===== src/common/zap_defs.svh =====
`ifndef ZAP_DEFS_SVH
`define ZAP_DEFS_SVH

// ----------------------------------------
// Bus widths.
// ----------------------------------------

`define ZAP_ADR_W               32      // Byte address.
`define ZAP_DAT_W               32      // One word.
`define ZAP_SEL_W               4       // One select per byte lane.

// ----------------------------------------
// Interrupt synchronizer.
// ----------------------------------------

// Two ranks are enough at the target clock rate.
`define ZAP_SYNC_STAGES         2

// ----------------------------------------
// Lane mode.
// ----------------------------------------

// 1 selects BE-32 byte lanes on the data side.
`define ZAP_BE_32_ENABLE        1

`endif


===== src/common/zap_pkg.sv =====
`include "zap_defs.svh"

package zap_pkg;

        // ----------------------------------------
        // Core side.
        // ----------------------------------------

        // Instruction fetch request.
        typedef struct packed {
                logic                   stb;
                logic [`ZAP_ADR_W-1:0]  adr;
        } code_req_t;

        // Load/store request.
        typedef struct packed {
                logic                   stb;
                logic                   we;     // High for a store.
                logic [`ZAP_SEL_W-1:0]  sel;
                logic [`ZAP_DAT_W-1:0]  dat;
                logic [`ZAP_ADR_W-1:0]  adr;
        } data_req_t;

        // Returned to either core port.
        typedef struct packed {
                logic                   ack;
                logic [`ZAP_DAT_W-1:0]  dat;
        } port_rsp_t;

        // ----------------------------------------
        // Wishbone side.
        // ----------------------------------------

        typedef struct packed {
                logic                   cyc;
                logic                   stb;
                logic                   we;
                logic [`ZAP_SEL_W-1:0]  sel;
                logic [`ZAP_DAT_W-1:0]  dat;
                logic [`ZAP_ADR_W-1:0]  adr;
        } wb_req_t;

        typedef struct packed {
                logic                   ack;
                logic [`ZAP_DAT_W-1:0]  dat;
        } wb_rsp_t;

        // ----------------------------------------
        // Merger FSM.
        // ----------------------------------------

        typedef enum logic [1:0] {
                ST_IDLE = 2'd0,         // Bus free.
                ST_CODE = 2'd1,         // Fetch on the bus.
                ST_DATA = 2'd2          // Load/store on the bus.
        } merger_state_t;

endpackage


===== src/design/zap_irq_sync.sv =====
`timescale 1ns/1ps

`include "zap_defs.svh"

module zap_irq_sync
(
        // Clock and reset.
        input   logic   i_clk,
        input   logic   i_reset,

        // Level triggered, from outside the clock domain.
        input   logic   i_irq,
        input   logic   i_fiq,

        // To the core.
        output  logic   o_irq,
        output  logic   o_fiq
);

// Both lines share one chain, bit 0 is IRQ and bit 1 is FIQ.
logic [`ZAP_SYNC_STAGES-1:0][1:0] sync_q;

// ----------------------------------------
// Flop ranks.
// ----------------------------------------

always_ff @(posedge i_clk)
begin
        if ( i_reset )
        begin
                sync_q <= '0;                   // Interrupts inactive.
        end
        else
        begin
                // Rank 0 may go metastable, later ranks settle it.
                sync_q <= {sync_q[`ZAP_SYNC_STAGES-2:0], {i_fiq, i_irq}};
        end
end

// Last rank feeds the core.
assign o_irq = sync_q[`ZAP_SYNC_STAGES-1][0];
assign o_fiq = sync_q[`ZAP_SYNC_STAGES-1][1];

endmodule


===== src/merger/zap_wb_merger.sv =====
`timescale 1ns/1ps

`include "zap_defs.svh"

module zap_wb_merger #(
        parameter [0:0] BE_32_ENABLE = `ZAP_BE_32_ENABLE        // 1 swaps data lanes.
)
(
        // ----------------------------------------
        // Clock and reset.
        // ----------------------------------------

        input   logic                   i_clk,
        input   logic                   i_reset,

        // ----------------------------------------
        // Core ports.
        // ----------------------------------------

        input   zap_pkg::code_req_t     i_code_req,     // Fetch.
        input   zap_pkg::data_req_t     i_data_req,     // Load/store.
        output  zap_pkg::port_rsp_t     o_code_rsp,
        output  zap_pkg::port_rsp_t     o_data_rsp,

        // ----------------------------------------
        // Wishbone master.
        // ----------------------------------------

        output  zap_pkg::wb_req_t       o_wb,
        input   zap_pkg::wb_rsp_t       i_wb
);

// ----------------------------------------
// Lane swap helpers.
// ----------------------------------------

// Mirror the byte selects, lane 0 to lane 3 and so on.
function automatic logic [`ZAP_SEL_W-1:0] be_sel_32
(
        input logic [`ZAP_SEL_W-1:0] sel
);
        logic [`ZAP_SEL_W-1:0] rev;

        for ( int i = 0; i < `ZAP_SEL_W; i++ )
        begin
                rev[i] = sel[`ZAP_SEL_W-1-i];
        end

        return rev;
endfunction

// Reverse byte order of one word.
function automatic logic [`ZAP_DAT_W-1:0] be_dat_32
(
        input logic [`ZAP_DAT_W-1:0] dat
);
        logic [`ZAP_DAT_W-1:0] rev;

        for ( int i = 0; i < `ZAP_SEL_W; i++ )
        begin
                rev[8*i +: 8] = dat[8*(`ZAP_SEL_W-1-i) +: 8];
        end

        return rev;
endfunction

zap_pkg::merger_state_t state_q;
zap_pkg::merger_state_t state_nxt;

logic                   last_data_q;            // Data port served last.
logic                   grant_code;
logic                   grant_data;
logic                   bus_done;               // Ack of the open transfer.
logic [`ZAP_SEL_W-1:0]  data_sel;               // Sel as it goes on the bus.
logic [`ZAP_DAT_W-1:0]  data_rd_dat;            // Read word as the core sees it.

// Registered bus request.
logic                   wb_cyc_q;
logic                   wb_we_q;
logic [`ZAP_SEL_W-1:0]  wb_sel_q;
logic [`ZAP_DAT_W-1:0]  wb_dat_q;
logic [`ZAP_ADR_W-1:0]  wb_adr_q;

assign data_sel    = BE_32_ENABLE ? be_sel_32(i_data_req.sel) : i_data_req.sel;
assign data_rd_dat = BE_32_ENABLE ? be_dat_32(i_wb.dat) : i_wb.dat;
assign bus_done    = (state_q != zap_pkg::ST_IDLE) && i_wb.ack;

// ----------------------------------------
// Arbitration.
// ----------------------------------------

always_comb
begin
        grant_code = 1'd0;
        grant_data = 1'd0;

        // Only an idle bus takes a new request.
        if ( state_q == zap_pkg::ST_IDLE )
        begin
                if ( i_code_req.stb && i_data_req.stb )
                begin
                        // Tie goes to the port that waited last time.
                        grant_code = last_data_q;
                        grant_data = !last_data_q;
                end
                else
                begin
                        grant_code = i_code_req.stb;
                        grant_data = i_data_req.stb;
                end
        end
end

// ----------------------------------------
// Next state.
// ----------------------------------------

always_comb
begin
        state_nxt = state_q;

        case ( state_q )
        zap_pkg::ST_IDLE:
        begin
                if ( grant_data )
                        state_nxt = zap_pkg::ST_DATA;
                else if ( grant_code )
                        state_nxt = zap_pkg::ST_CODE;
        end

        zap_pkg::ST_CODE, zap_pkg::ST_DATA:
        begin
                if ( i_wb.ack )
                        state_nxt = zap_pkg::ST_IDLE;   // Bus free next cycle.
        end

        default:
        begin
                state_nxt = zap_pkg::ST_IDLE;
        end
        endcase
end

// ----------------------------------------
// Control flops.
// ----------------------------------------

always_ff @(posedge i_clk)
begin
        if ( i_reset )
        begin
                state_q     <= zap_pkg::ST_IDLE;
                last_data_q <= 1'd0;            // Code counts as served last.
                wb_cyc_q    <= 1'd0;
        end
        else
        begin
                state_q <= state_nxt;

                if ( grant_data )
                begin
                        last_data_q <= 1'd1;
                        wb_cyc_q    <= 1'd1;
                end
                else if ( grant_code )
                begin
                        last_data_q <= 1'd0;
                        wb_cyc_q    <= 1'd1;
                end
                else if ( bus_done )
                begin
                        wb_cyc_q    <= 1'd0;    // Drop cyc and stb after ack.
                end
        end
end

// ----------------------------------------
// Request payload.
// ----------------------------------------

// Loaded on grant, held until the next grant.
always_ff @(posedge i_clk)
begin
        if ( grant_data )
        begin
                wb_we_q  <= i_data_req.we;
                wb_sel_q <= data_sel;
                wb_dat_q <= i_data_req.dat;     // Write data is never swapped.
                wb_adr_q <= i_data_req.adr;
        end
        else if ( grant_code )
        begin
                wb_we_q  <= 1'd0;
                wb_sel_q <= '1;                 // Whole word.
                wb_dat_q <= '0;
                wb_adr_q <= i_code_req.adr;
        end
end

always_comb
begin
        o_wb.cyc = wb_cyc_q;
        o_wb.stb = wb_cyc_q;                    // Single classic cycles only.
        o_wb.we  = wb_we_q;
        o_wb.sel = wb_sel_q;
        o_wb.dat = wb_dat_q;
        o_wb.adr = wb_adr_q;
end

// ----------------------------------------
// Port responses.
// ----------------------------------------

always_comb
begin
        o_code_rsp = '0;
        o_data_rsp = '0;

        // Ack and read data go to the granted port only.
        if ( state_q == zap_pkg::ST_CODE )
        begin
                o_code_rsp.ack = i_wb.ack;
                o_code_rsp.dat = i_wb.dat;      // Fetch is never swapped.
        end

        if ( state_q == zap_pkg::ST_DATA )
        begin
                o_data_rsp.ack = i_wb.ack;
                o_data_rsp.dat = data_rd_dat;
        end
end

endmodule


===== src/design/zap_bus_unit.sv =====
`timescale 1ns/1ps

`include "zap_defs.svh"

module zap_bus_unit #(
        // ----------------------------------------
        // Lane mode of the data port.
        // ----------------------------------------

        parameter [0:0] BE_32_ENABLE = `ZAP_BE_32_ENABLE
)
(
        // ----------------------------------------
        // Clock and reset.
        // ----------------------------------------

        input   logic                   i_clk,
        input   logic                   i_reset,

        // ----------------------------------------
        // Interrupts.
        // ----------------------------------------

        // Active high, level triggered.
        input   logic                   i_irq,
        input   logic                   i_fiq,

        // Synchronized copies for the core.
        output  logic                   o_irq,
        output  logic                   o_fiq,

        // ----------------------------------------
        // Core fetch and data ports.
        // ----------------------------------------

        input   zap_pkg::code_req_t     i_code_req,
        output  zap_pkg::port_rsp_t     o_code_rsp,

        input   zap_pkg::data_req_t     i_data_req,
        output  zap_pkg::port_rsp_t     o_data_rsp,

        // ----------------------------------------
        // Wishbone master.
        // ----------------------------------------

        output  zap_pkg::wb_req_t       o_wb,
        input   zap_pkg::wb_rsp_t       i_wb
);

// Interrupt lines into the clock domain.
zap_irq_sync u_sync
(
        .i_clk          (i_clk),
        .i_reset        (i_reset),
        .i_irq          (i_irq),
        .i_fiq          (i_fiq),
        .o_irq          (o_irq),
        .o_fiq          (o_fiq)
);

// Both core ports onto the one bus.
zap_wb_merger #(
        .BE_32_ENABLE   (BE_32_ENABLE)
) u_zap_wb_merger
(
        .i_clk          (i_clk),
        .i_reset        (i_reset),

        .i_code_req     (i_code_req),
        .i_data_req     (i_data_req),
        .o_code_rsp     (o_code_rsp),
        .o_data_rsp     (o_data_rsp),

        .o_wb           (o_wb),
        .i_wb           (i_wb)
);

endmodule


===== config.mk =====
export PLATFORM = sky130hd
export DESIGN_NAME = zap_bus_unit
export DESIGN_NICKNAME = d
export VERILOG_FILES = /design/src/common/zap_pkg.sv /design/src/design/zap_irq_sync.sv /design/src/merger/zap_wb_merger.sv /design/src/design/zap_bus_unit.sv
export VERILOG_INCLUDE_DIRS = /design/src /design/src/common
export SDC_FILE = /design/constraint.sdc
export NUM_CORES = 1
export LEC_CHECK = 0
export BUFFER_PORTS_ARGS = -buffer_cell sky130_fd_sc_hd__buf_2
export CAP_MARGIN = 5
export CORE_MARGIN = 10
export CORE_UTILIZATION = 38
export CTS_BUF_LIST = sky130_fd_sc_hd__clkbuf_4
export DETAILED_ROUTE_END_ITERATION = 12
export PLACE_DENSITY_LB_ADDON = 0.1
export SLEW_MARGIN = 20
export SYNTH_ARGS = -nofsm -noshare
export SYNTH_HDL_FRONTEND = slang
export SYNTH_HIERARCHICAL = 1
export SYNTH_SLANG_ARGS = --single-unit

===== constraint.sdc =====
create_clock -name i_clk -period 2.8 [get_ports i_clk]
set_input_delay 0 -clock i_clk [delete_from_list [all_inputs] [get_ports i_clk]]
set_output_delay 0 -clock i_clk [all_outputs]
set_load 0.005 [all_outputs]

**After elaboration in Yosys (flattened, before gate mapping)**

Cells that the tools add are included.

- Output and inout port bits: 139
- Input bits: 140
- Flip-flop bits (word level): 77

- Eq/ne operators: 4
- Mux-type cells: 22
- Reductions and logical operators: 9

Operators with widths:

| cell | count |
|---|---|
| $mux 32 | 4 |
| $mux 33 | 2 |
| $mux 1 | 10 |
| $mux 4 | 2 |
| $mux 2 | 3 |
| $pmux 2 s2 | 1 |
| $reduce_bool 2->1 | 2 |
| $ne 3x1->1 const B | 1 |
| $reduce_bool 3->1 | 1 |
| $eq 2x1->1 const B | 1 |
| $eq 2x2->1 const B | 1 |
| $logic_and 1x1->1 | 2 |
| $logic_not 2->1 | 1 |
| $ne 2x2->1 const B | 1 |
| $reduce_and 2->1 | 1 |
| $reduce_or 2->1 | 1 |
| $logic_not 1->1 | 1 |

**Depth between registers and ports, before layout**

- Depth after elaboration: 6
- Mapped depth: 6
- Mapped depth without buffers: 5

**Modules after synthesis**

Netlist, hierarchy kept.

By module, submodules not included:

| module | instances | cells each | area an instance (um2) |
|---|---|---|---|
| zap_wb_merger | 1 | 249 | 3604.7 |
| zap_irq_sync | 1 | 8 | 105.1 |

**Worst setup path before layout**

Ideal clock, no wire load.

- Kind: flip-flop to flip-flop
- Start point: register u_zap_wb_merger.state_q[0]
- End point: register u_zap_wb_merger.wb_adr_q[0], enable pin
- Slack: 0.203 ns
- Arrival: 2.174 ns
- Cell stages (with the launch flop): 5
- Clock period less this slack: 2.597 ns
- Library setup time: 0.423 ns
- Cells stage by stage: dfxtp_1 -> inv_1 -> ha_1 -> o21ai_0 -> inv_1

- Cells in the longest elaborated chain, start to end: 3

RTL lines:

| what | RTL line | text |
|---|---|---|
| from (decl) | zap_wb_merger.sv:67 | `zap_pkg::merger_state_t state_q;` |
| from (signal assigned) | zap_wb_merger.sv:152 | `state_q <= zap_pkg::ST_IDLE;` |
| from (signal assigned) | zap_wb_merger.sv:158 | `state_q <= state_nxt;` |
| $logic_not 2->1 * | zap_wb_merger.sv:98 | `if ( state_q == zap_pkg::ST_IDLE )` |
| $mux 1 | zap_wb_merger.sv:98 |  |
| $reduce_bool 2->1 (no source line) * | - |  |
| to (signal assigned) | zap_wb_merger.sv:189 | `wb_adr_q <= i_data_req.adr;` |
| to (signal assigned) | zap_wb_merger.sv:196 | `wb_adr_q <= i_code_req.adr;` |
| to (decl) | zap_wb_merger.sv:82 | `` logic [`ZAP_ADR_W-1:0] wb_adr_q; `` |

Mark *: on every way between the ends. The rest lies on a longest branch, timed or not.
A chain may end at the register's enable or synchronous reset.

**Final worst setup path**

- Start point: register u_zap_wb_merger.state_q[0]
- End point: register u_zap_wb_merger.wb_adr_q[17], data pin

- Cells in the longest elaborated chain, start to end: 3

RTL lines:

| what | RTL line | text |
|---|---|---|
| $logic_not 2->1 | zap_wb_merger.sv:98 |  |
| $mux 1 | zap_wb_merger.sv:98 |  |
| $mux 32 | zap_wb_merger.sv:184 | `if ( grant_data )` |

Every way passes these cells.

==> impl_metrics.yaml <==
cells_and_area:
  antenna_cells: 0
  n_fill_cell: 780
  seq_area_mm2: 0.00223
  multi_input_area_mm2: 0.00134
  final_area_mm2: 0.00643
  fin_cells: 779
  area_delta_synth_final_pct: 73.4
  drive_gt1_frac: 0.543
  nets: 784
timing:
  slew_viol_final: 0
  timing.final.crit_period_ns: 2.60
  post-route-period-util: 0.928
  finalSetupTns_ns: 0
  max_slew.worst_pin.slew_ns: 0.866
  fmax_mhz: 385
  setup_viol: 0
  slew_headroom: 0.423
  finalHoldViolCount: 0
  rsz0062_at_grt: "no"
  holdWs_ns: 0.281
  skew_ns: 0.0240
clock_tree:
  cts.repair.resized: 0
  clk_latency_ns: 0.42
  cts_tree: "done"
  clock_sinks: 77
  ctsLongestPathBuffers: 2
  clock-root-buffer: "clkbuf_4"
  numCtsBuffers: 9
  h-tree-depth: 3
  path_clk_slew_ns: 0.12
floorplanning:
  die_x_um: 119
  die_area_mm2: 0.0141
  die_h_um: 119
  pin_count: 279
  core_mm2: 0.00964
  row_count: 36
  start_util: 0.385
detailed_routing:
  wl_per_cell_um: 16.7
  wl_met1_um: 4540
  drt_iter0_drc: 169
  highest_layer: "met4"
  dr.pass1.iters: 5
  drt_wl_total_um: 13000
  met2_length_um: 6900
  avgViaCountPerCell: 4.31
  wl_met3_um: 1250
  via_count: 3355
  ant_nets: 0
  drc: 0
pwr:
  switchingPower_uw: 822
  intPower_mw: 2.37
  clockPowerShare: 0.244
  ir_worst_vdd_uv: 271
  leakagePower_nw: 3.19
  power.density_mw_per_mm2: 496
  pwr-share-comb: 0.285
  swShare: 0.258
  seqPwrFrac: 0.472
  total_power_mw: 3.19
yosys:
  yosys_warnings: 6
  avgSynthCellArea_um2: 14.4
  synth-seq-area-share: 0.602
  synthFlopType: "edfxtp_1"
  yosys-top-cells-count: "79 x and2_1, 69 x edfxtp_1, 29 x mux2_4"
  synth-edff-count: 69
  ys_types: 22
  ys_async_sr_fraction: 0
  yosysMostFrequentCell: "and2_1"
  synth_top_area_frac: 0.559
  synthTopCellsByArea: "edfxtp_1 56%, and2_1 13%, mux2_4 12%"
  synth_nets: 400
  ys_seq_elements: 77
  synthesis.area_mm2: 0.00371
  yosys.area.top_type: "edfxtp_1"
  synth_cells: 257
place:
  io_buffers: 278
  dp.cells: 654
  place_congestion: 0.727
  hpwl_um: 9790
  placed_cell_area_mm2: 0.00517
worst_hold_path:
  hp-start: "i_wb[8]"
  hold_class: "primary input to primary output"
critical_path:
  worstSetupStartpoint: "u_zap_wb_merger/state_q[0]"
  criticalPathCategory: "flop to flop"
  end_kind: "flop"
  crit_fanout: 33
  r2r_end: "u_zap_wb_merger/wb_adr_q[17]"
  critPathArrivalTime_ns: 2.75
  timing.rr.start: "u_zap_wb_merger/state_q[0]"
  worst_ep_required_time_ns: 2.96
  r2r_slack_ns: 0.20
  rr_worst_depth: 5
  endpoint: "u_zap_wb_merger/wb_adr_q[17]"
  startpoint_type: "flop"
grt:
  antenna_found_initial: 0
  grt_max_degree: 52
  grt_pass1_vias: 3815
  grt_pass1_wl_um: 20300
  grt_usage: 0.180
  overflow: 0
run:
  drv_cap: 0
run_status:
  status: "finished, final reports clean"
## critical path, stage by stage, from the launching register on
cell	delay, ns
dfxtp_1	0.34
inv_1	0.08
ha_1	0.31
nand3_4	0.55
mux2_4	0.50
dlygate4sd3_1	0.57
## layout make-up
class / instances / area share
Clock inverter: 6 / 0.0146
Multi-Input combinational cell: 159 / 0.208
Inverter: 5 / 0.00292
Clock buffer: 10 / 0.0117
Tap cell: 133 / 0.0259
Timing Repair Buffer: 389 / 0.390
Sequential cell: 77 / 0.347
## power groups by stage
stage | registers (mW) | clock network (mW) | logic [mW]
6_report | 1.50 | 0.777 | 0.907
4_1_cts | 1.51 | 0.802 | 0.917
3_5_place_dp | 1.53 | 0 | 0.753
2_1_floorplan | 1.56 | 0 | 0.357
3_3_place_gp | 1.53 | 0 | 0.744
5_1_grt | 1.52 | 0.849 | 0.988
## layout by cell type, fill, tap and decap left out
cell type and n:
inv_2 1, bufinv_16 2, o21ai_0 4, nand2_1 1, inv_1 4, buf_2 278
clkbuf_4 10, mux2_2 3, buf_12 1, and2_4 20, dlygate4sd3_1 109, buf_4 1
nand3_4 1, nand2_2 1, nand4_1 1, nand2b_1 5, ha_1 3, mux2_4 29
and3_1 1, clkinvlp_4 1, and2_1 79, nor2b_1 5, a21oi_1 4, dfxtp_1 8
o2111ai_1 1, nor3b_1 1, inv_6 2, edfxtp_1 69, clkinv_4 1
## state kept, by name (all words and copies together) (netlist names)
name and count:
u_zap_wb_merger/wb_dat_q 32, u_zap_wb_merger/wb_we_q 1, u_zap_wb_merger/last_data_q 1, u_sync/o_fiq 1, u_sync/o_irq 1, u_zap_wb_merger/wb_cyc_q 1, u_sync/sync_q 2, u_zap_wb_merger/wb_adr_q 32
u_zap_wb_merger/wb_sel_q 4, u_zap_wb_merger/state_q 2
## metal layers
layer	global-route usage	vias up
met3	0.0819	18
met1	0.171	1513
li1	-	1649
met2	0.334	175
met5	0	-
met4	0.0634	0
## cell families (layout without fill, tap and decap cells)
kind of cell,after synthesis,count (layout),share of synthesized area
simple gates,115,115,0.210
fa+ha+maj,3,3,0.0101
mux,32,32,0.126
flops,77,77,0.602
compound gates,9,9,0.0132
buf+inv,21,410,0.0384
## stage by stage
| step | setup slack, ns | utilization |
|---|---|---|
| 2_1_floorplan | 0.203 | - |
| 6_report | 0.201 | 0.667 |
| 3_5_place_dp | 0.781 | 0.536 |
| 4_1_cts | 0.216 | 0.667 |
| 3_3_place_gp | 0.837 | 0.536 |
| 5_1_grt | 0.0574 | 0.667 |
## timing repair
action	CTS	global route
buffers inserted	0	0
endpoints found under the hold margin	77	0
endpoints found under the setup margin	0	0
hold buffers	109	0
## worst min path at each step
| stage | cells after the start | end |
|---|---|---|
| floorplan | 1 | u_zap_wb_merger/last_data_q |
| global placement | 2 | u_sync/sync_q[0] |
| detailed placement | 2 | u_sync/sync_q[0] |
| CTS | 3 | o_data_rsp[10] |
| global route | 3 | o_code_rsp[24] |
| finish | 3 | o_code_rsp[8] |
No activity file was read; power rests on OpenSTA's default activity.
